$ cat src/include/rv_core_defines.svh
`ifndef RV_CORE_DEFINES_SVH
`define RV_CORE_DEFINES_SVH

// Datapath and address widths
`define RV_XLEN        32
`define RV_PC_WIDTH    10

// Memory sizes in 32-bit words
`define RV_IMEM_DEPTH  256
`define RV_DMEM_DEPTH  64

// addi x0, x0, 0
`define RV_NOP         32'h0000_0013

// jal x0, 0 spins on itself, taken as end of program
`define RV_HALT_INSN   32'h0000_006f

`endif

$ cat src/hdl/rv_pkg.sv
package rv_pkg;

    // Major opcodes handled by the core
    typedef enum logic [6:0] {
        OP     = 7'b0110011,
        OP_IMM = 7'b0010011,
        LOAD   = 7'b0000011,
        STORE  = 7'b0100011,
        LUI    = 7'b0110111,
        AUIPC  = 7'b0010111,
        JAL    = 7'b1101111
    } opcode_e;

    typedef enum logic [3:0] {
        ADD    = 4'd0,
        SUB    = 4'd1,
        SLL    = 4'd2,
        SLT    = 4'd3,
        SLTU   = 4'd4,
        XOR    = 4'd5,
        SRL    = 4'd6,
        SRA    = 4'd7,
        OR     = 4'd8,
        AND    = 4'd9,
        // LUI result is the immediate itself
        PASS_B = 4'd10
    } alu_op_e;

    // Same encoding as funct3 of loads and stores
    typedef enum logic [2:0] {
        BYTE   = 3'b000,
        HALF   = 3'b001,
        WORD   = 3'b010,
        BYTE_U = 3'b100,
        HALF_U = 3'b101
    } mem_size_e;

endpackage

$ cat src/hdl/rv_pipe_if.sv
`timescale 1ns/100ps
`include "rv_core_defines.svh"


// Execute to memory
interface ex_mem_if
    import rv_pkg::*;
();
    logic [`RV_XLEN-1:0] alu_result;
    logic [`RV_XLEN-1:0] store_data;
    logic [4:0]          rd;
    logic                mem_write;
    logic                mem2reg;
    logic                reg_write;
    mem_size_e           mem_size;
    logic                halt;

    modport producer (output alu_result, store_data, rd, mem_write, mem2reg, reg_write,
                      mem_size, halt);
    modport consumer (input alu_result, store_data, rd, mem_write, mem2reg, reg_write,
                      mem_size, halt);
endinterface

// Memory to writeback, read by decode and execute
interface mem_wb_if;
    logic [`RV_XLEN-1:0] alu_result;
    logic [`RV_XLEN-1:0] mem_data;
    logic [4:0]          rd;
    logic                mem2reg;
    logic                reg_write;
    logic                halt;

    modport producer (output alu_result, mem_data, rd, mem2reg, reg_write, halt);
    modport consumer (input alu_result, mem_data, rd, mem2reg, reg_write, halt);
endinterface

$ cat src/hdl/rv_memory.sv
`timescale 1ns/100ps
`include "rv_core_defines.svh"

module rv_memory
    import rv_pkg::*;
(
    input  logic       clk,
    input  logic       i_rst,
    ex_mem_if.consumer ex_mem,
    mem_wb_if.producer mem_wb,
    output logic       o_halted
);

    localparam int dmem_aw = $clog2(`RV_DMEM_DEPTH);

    logic [3:0][7:0]     dmem [`RV_DMEM_DEPTH];
    logic [dmem_aw-1:0]  word_idx;
    logic [1:0]          byte_off;
    logic [3:0]          byte_en;
    logic [`RV_XLEN-1:0] lane_data;
    logic [`RV_XLEN-1:0] shifted;
    logic [`RV_XLEN-1:0] load_data;

    assign word_idx = ex_mem.alu_result[dmem_aw+1:2];
    assign byte_off = ex_mem.alu_result[1:0];

    // Replicate store data on every lane, enables pick the right ones
    always_comb
    begin
        case (ex_mem.mem_size)
            BYTE, BYTE_U:
            begin
                byte_en   = 4'b0001 << byte_off;
                lane_data = {4{ex_mem.store_data[7:0]}};
            end
            HALF, HALF_U:
            begin
                byte_en   = 4'b0011 << byte_off;
                lane_data = {2{ex_mem.store_data[15:0]}};
            end
            default:
            begin
                byte_en   = 4'b1111;
                lane_data = ex_mem.store_data;
            end
        endcase
    end

    always_ff @(posedge clk)
    begin
        if (ex_mem.mem_write)
        begin
            for (int i = 0; i < 4; i++)
            begin
                if (byte_en[i])
                    dmem[word_idx][i] <= lane_data[8*i +: 8];
            end
        end
    end

    assign shifted = dmem[word_idx] >> {byte_off, 3'b000};

    always_comb
    begin
        case (ex_mem.mem_size)
            BYTE:    load_data = {{24{shifted[7]}}, shifted[7:0]};
            HALF:    load_data = {{16{shifted[15]}}, shifted[15:0]};
            BYTE_U:  load_data = {24'b0, shifted[7:0]};
            HALF_U:  load_data = {16'b0, shifted[15:0]};
            default: load_data = shifted;
        endcase
    end

    // MEM/WB control, halt is sticky until reset
    always_ff @(posedge clk)
    begin
        if (i_rst)
        begin
            mem_wb.rd        <= '0;
            mem_wb.mem2reg   <= 1'b0;
            mem_wb.reg_write <= 1'b0;
            mem_wb.halt      <= 1'b0;
        end
        else
        begin
            mem_wb.rd        <= ex_mem.rd;
            mem_wb.mem2reg   <= ex_mem.mem2reg;
            mem_wb.reg_write <= ex_mem.reg_write;
            mem_wb.halt      <= mem_wb.halt | ex_mem.halt;
        end
    end

    always_ff @(posedge clk)
    begin
        mem_wb.alu_result <= ex_mem.alu_result;
        mem_wb.mem_data   <= load_data;
    end

    assign o_halted = mem_wb.halt;

    a_aligned: assert property (@(posedge clk) disable iff (i_rst)
        (ex_mem.mem_write || ex_mem.mem2reg) |->
            !((ex_mem.mem_size inside {HALF, HALF_U} && byte_off[0]) ||
              (ex_mem.mem_size == WORD && byte_off != 2'b00)));

endmodule

$ cat src/flat_wrapper.sv
// flat-port wrapper written by rule: the top's interface ports become plain ports
module rv_memory_flat import rv_pkg::*;
  (clk, i_rst, o_halted, ex_mem_alu_result, ex_mem_store_data, ex_mem_rd, ex_mem_mem_write, ex_mem_mem2reg, ex_mem_reg_write, ex_mem_mem_size, ex_mem_halt, mem_wb_alu_result, mem_wb_mem_data, mem_wb_rd, mem_wb_mem2reg, mem_wb_reg_write, mem_wb_halt);
  ex_mem_if ex_mem_i ();
  mem_wb_if mem_wb_i ();
  input  logic clk;
  input  logic i_rst;
  output logic o_halted;
  input wire logic [$bits(ex_mem_i.alu_result)-1:0] ex_mem_alu_result;
  input wire logic [$bits(ex_mem_i.store_data)-1:0] ex_mem_store_data;
  input wire logic [$bits(ex_mem_i.rd)-1:0] ex_mem_rd;
  input wire logic [$bits(ex_mem_i.mem_write)-1:0] ex_mem_mem_write;
  input wire logic [$bits(ex_mem_i.mem2reg)-1:0] ex_mem_mem2reg;
  input wire logic [$bits(ex_mem_i.reg_write)-1:0] ex_mem_reg_write;
  input wire logic [$bits(ex_mem_i.mem_size)-1:0] ex_mem_mem_size;
  input wire logic [$bits(ex_mem_i.halt)-1:0] ex_mem_halt;
  output wire logic [$bits(mem_wb_i.alu_result)-1:0] mem_wb_alu_result;
  output wire logic [$bits(mem_wb_i.mem_data)-1:0] mem_wb_mem_data;
  output wire logic [$bits(mem_wb_i.rd)-1:0] mem_wb_rd;
  output wire logic [$bits(mem_wb_i.mem2reg)-1:0] mem_wb_mem2reg;
  output wire logic [$bits(mem_wb_i.reg_write)-1:0] mem_wb_reg_write;
  output wire logic [$bits(mem_wb_i.halt)-1:0] mem_wb_halt;
  assign ex_mem_i.alu_result = ex_mem_alu_result;
  assign ex_mem_i.store_data = ex_mem_store_data;
  assign ex_mem_i.rd = ex_mem_rd;
  assign ex_mem_i.mem_write = ex_mem_mem_write;
  assign ex_mem_i.mem2reg = ex_mem_mem2reg;
  assign ex_mem_i.reg_write = ex_mem_reg_write;
  assign ex_mem_i.mem_size = ex_mem_mem_size;
  assign ex_mem_i.halt = ex_mem_halt;
  assign mem_wb_alu_result = mem_wb_i.alu_result;
  assign mem_wb_mem_data = mem_wb_i.mem_data;
  assign mem_wb_rd = mem_wb_i.rd;
  assign mem_wb_mem2reg = mem_wb_i.mem2reg;
  assign mem_wb_reg_write = mem_wb_i.reg_write;
  assign mem_wb_halt = mem_wb_i.halt;
  rv_memory u_core (.clk(clk), .i_rst(i_rst), .ex_mem(ex_mem_i), .mem_wb(mem_wb_i), .o_halted(o_halted));
endmodule
$ cat config.mk
export PLATFORM = sky130hd
export DESIGN_NAME = rv_memory_flat
export DESIGN_NICKNAME = d
export VERILOG_FILES = /design/src/hdl/rv_pkg.sv /design/src/hdl/rv_pipe_if.sv /design/src/hdl/rv_memory.sv /design/src/flat_wrapper.sv
export VERILOG_INCLUDE_DIRS = /design/src /design/src/include
export SDC_FILE = /design/constraint.sdc
export NUM_CORES = 2
export LEC_CHECK = 0
export ABC_AREA = 1
export BUFFER_PORTS_ARGS = -buffer_cell sky130_fd_sc_hd__buf_2
export CAP_MARGIN = 5
export CORE_UTILIZATION = 30
export CTS_BUF_LIST = sky130_fd_sc_hd__clkbuf_8
export DETAILED_ROUTE_END_ITERATION = 8
export PLACE_DENSITY = 0.53
export SLEW_MARGIN = 20
export SYNTH_ARGS = -nofsm -noshare
export SYNTH_HDL_FRONTEND = slang
export SYNTH_SLANG_ARGS = --single-unit
$ cat constraint.sdc
create_clock -name clk -period 5.93 [get_ports clk]
set_input_delay 0.593 -clock clk [delete_from_list [all_inputs] [get_ports clk]]
set_output_delay 0.593 -clock clk [all_outputs]
set_load 0.03 [all_outputs]
==> results by group <==
Placement
  • Port-buffer cells: 150
  • Gpl congestion: 0.9200
  • Setup WS pre-CTS: 1.584 ns
  • Placed Cells: 11,388
  • Post-DP HPWL: 176.9 mm

Worst setup path
  • Critical R2R Launch: u_core.dmem[18][23]
  • Largest fanout on the critical path: 64
  • CP bufs+invs: 4
  • Crit-path slowest cell: buf_4
  • Most frequent CP cell: nand2_1
  • Crit-path cells: dlygate4sd3_1, buf_8, buf_4, buf_4, a21oi_1, o21ai_0, nand2_1, nand2_1, nand2_1, nor2_1, nand3_1, nand3_1, nand2_1
  • Nature of the critical path endpoint: register
  • Critical path's largest stage delay: 0.77 ns
  • Critical path class: input pin to register
  • Reg2reg setup slack: 3.25 ns
  • Crit path max-delay family: buffers and inverters
  • WP data arrival: 4.71 ns
  • FF-to-FF End: u_core.mem_wb.mem_data[30]
  • Reg2reg path depth: 12
  • Startpoint Class: input pin
  • Worst setup startpoint: ex_mem_alu_result[3]
  • Required @ worst endpoint: 6.85 ns

Hold path
  • Worst hold path type: input pin to register
  • Min-Delay Endpoint: u_core.dmem[1][3]
  • Hold Path Cell Cnt: 2
  • Worst Hold Launch: ex_mem_store_data[3]

Synthesis
  • Flops & latches, synth: 2,120
  • Yosys top cell area share: 71.48%
  • Ys flop type: edfxtp_1
  • Synth Area in XOR/XNOR: 0%
  • EDFF count, synth: 2,048
  • Ranking of synthesized cells by area: edfxtp_1, nand2_1, nor2_1
  • Async set-reset flop share out of synthesis: 0%
  • Register area share after synthesis: 73.15%
  • Mapped Avg Cell Area: 11.20 um^2
  • Cells after Synth: 7,682
  • Syn. warnings: 0
  • Largest family of logic cells by synthesized area: simple AND/OR/NAND/NOR gates
  • Compound-Gate Fraction of Synth Area: 3.843%
  • Synth cell types: 39
  • Syn_nets: 7,760
  • Post-synthesis mux area share: 0%
  • Cell taking the most area after synthesis: edfxtp_1
  • Post-synthesis simple-gate area fraction: 19.67%
  • Post-synthesis instance area: 86,040 um^2
  • Adder-Cell Fraction of Synth Area: 0%

Detailed routing
  • WL/cell: 23.67 um
  • Post-route DRC: 0
  • Antenna viol nets, final: 0
  • Drt via density: 4.889
  • Starting DRT DRC Count: 7,237
  • Vias post-DR: 59,082
  • DRT Pass-1 Iters: 6
  • Routed WL: 286.0 mm

Clock network
  • CTS Root Cell: clkbuf_8
  • H-tree levels: 5
  • Longest Clk Path Bufs: 4
  • CTS Buf Count: 358
  • CTS tree: yes
  • Clock Sinks: 2,120
  • Clock transition at the registers of the reported paths: 0.06 ns
  • Clk_lat worst skew: 1.08 ns

Floorplan
  • # rows: 196
  • Die height: 537.5 um
  • Die W: 537.5 um
  • I/O pin total: 151
  • Core ar.: 285,200 um^2
  • Die area: 288,900 um^2
  • Initial Util: 30.17%

Final layout
  • Nets: 8,112
  • Layout cells sized above 1: 10.55%
  • Post-Layout Cell Count: 12,085
  • Synth-to-Final Area Change: 14.41%

GRT
  • GRT Total Usage: 19.39%
  • Grt ovf: 0
  • Number of global-route vias before repair: 57,001
  • First-pass GRT wire length: 406.8 mm
  • Initial antenna violation count: 16
  • Largest net degree at the start of global routing: 181

Timing
  • Clock skew: 0.1345 ns
  • Max-slew violations: 0
  • Hold Fails Final Rpt: 0
  • Worst rel slew slack: 17.65%
  • Tmin final: 3.790 ns
  • Peak Freq: 0.2638 GHz
  • Setup violations, final: 0
  • Final WS setup: 2.140 ns
  • Unrepaired setup endpoints after global routing: false
  • Least-Margin Pin Slew: 1.232 ns
  • Part of the cycle the worst path needs: 63.92%
  • Setup TNS: 0 ns

Pwr
  • Static leakage: 37.25 nW
  • Power density cells: 317.3 nW/um^2
  • VDD IR max: 0.1598 mV

Run
  • Max-Cap Viols: 0

Run status
  • Status: finished clean
[worst max path at each step]
stage	to	slack [ns]	cells after the start
finish	u_core.mem_wb.mem_data[0]	2.14	13
global route	u_core.mem_wb.mem_data[13]	2.17	15
CTS	u_core.mem_wb.mem_data[13]	2.31	15
detailed placement	u_core.dmem[58][26]	1.58	11
global placement	u_core.dmem[29][26]	1.29	10
floorplan	u_core.dmem[0][10]	1.49	4
[metrics by stage]
stage / cell area, um^2 / hold slack [ns] / power, mW / utilization (%)
after global routing: 98430 / 0.08294 / 32.24 / 34.51
final: 98440 / 0.1220 / 31.23 / 34.52
after detailed placement: 91380 / 0.4909 / 19.22 / 32.04
after global placement: 91350 / 0.4618 / 19.21 / 32.03
after floorplan: 86040 / 0.6006 / 18.18 / -
after CTS: 98420 / 0.03809 / 31.45 / 34.51
[synthesized netlist by cell type, types with 3 or more instances]
cell,number
inv_1,187
a21oi_1,322
inv_2,6
edfxtp_1,2048
or2_2,7
buf_4,22
nand4_1,76
o21ai_0,114
or2_0,12
o21ai_1,128
nor3_1,11
nand2_1,3538
nand3_2,12
nand3_1,165
nor2_4,5
a22oi_1,36
clkbuf_1,73
dfxtp_1,72
or2_1,19
buf_6,24
nand3b_1,3
buf_1,28
buf_2,260
nor2_1,475
o211ai_1,19
o21a_1,3
[per-layer routing]
layer	share of wire [%]	GRT usage (%)	wire [um]
met1	42	26.55	119200
met4	4.4	8.555	12590
met3	9.3	3.671	26590
met5	0.019	0	55
met2	45	29.86	127600
[cell usage in the layout (no fill, tap or decap), types with 36 or more instances in the layout]
| cell | count |
|---|---|
| dlygate4sd3_1 | 48 |
| edfxtp_1 | 2048 |
| nand4_1 | 76 |
| a22oi_1 | 36 |
| dfxtp_1 | 72 |
| clkinv_2 | 36 |
| clkinv_1 | 77 |
| o21ai_1 | 127 |
| nand2_1 | 3524 |
| inv_1 | 311 |
| nand3_1 | 161 |
| buf_4 | 185 |
| nor2_1 | 460 |
| buf_2 | 147 |
| o21ai_0 | 110 |
| a21oi_1 | 322 |
| clkbuf_8 | 364 |
[worst register-to-register path: stages (launching register included)]
cell and delay [ns]:
edfxtp_1 0.38, nor2_1 0.40, nor2_1 0.28, nand2_1 0.11
nand2_1 0.05, o21ai_1 0.11, nand2_1 0.11, nor2_1 0.10
nand2_1 0.25, nand2_1 0.22, nand3_2 0.11, nand3_4 0.27
nand3_1 0.14
[sequential cells by signal, indices dropped and copies added, names as in the netlist]
register,count
u_core.mem_wb.reg_write,1
u_core.mem_wb.halt,1
u_core.mem_wb.alu_result,32
u_core.mem_wb.mem2reg,1
u_core.mem_wb.mem_data,32
u_core.mem_wb.rd,5
u_core.dmem,2048
[cell type report]
class	instances	area [um^2]
Fill cell	28450	186800
Clock inverter	277	1543
Inverter	196	764.5
Sequential cell	2120	62940
Multi-Input combinational cell	4958	20480
Antenna cell	8	20.02
Timing Repair Buffer	400	2982
Tap cell	3762	4707
Clock buffer	364	5010
[power by group]
group          internal (mW)  switching, mW
registers               16.7         0.0625
clock network           6.08           6.21
logic                  0.466           1.77
total                   23.2           8.04
[cells by family after synthesis]
family,count (synthesis)
flip-flops,2120
buffers and inverters,604
AO/OA/AOI/OAI,628
AND/OR/NAND/NOR,4330
[what timing repair did]
item,in CTS,in global routing
hold buffers,48,0
buffers inserted,0,0
setup endpoints to repair,0,0
resized for setup,0,0
endpoints found under the hold margin,45,0
(Power assumes the default switching activity.)
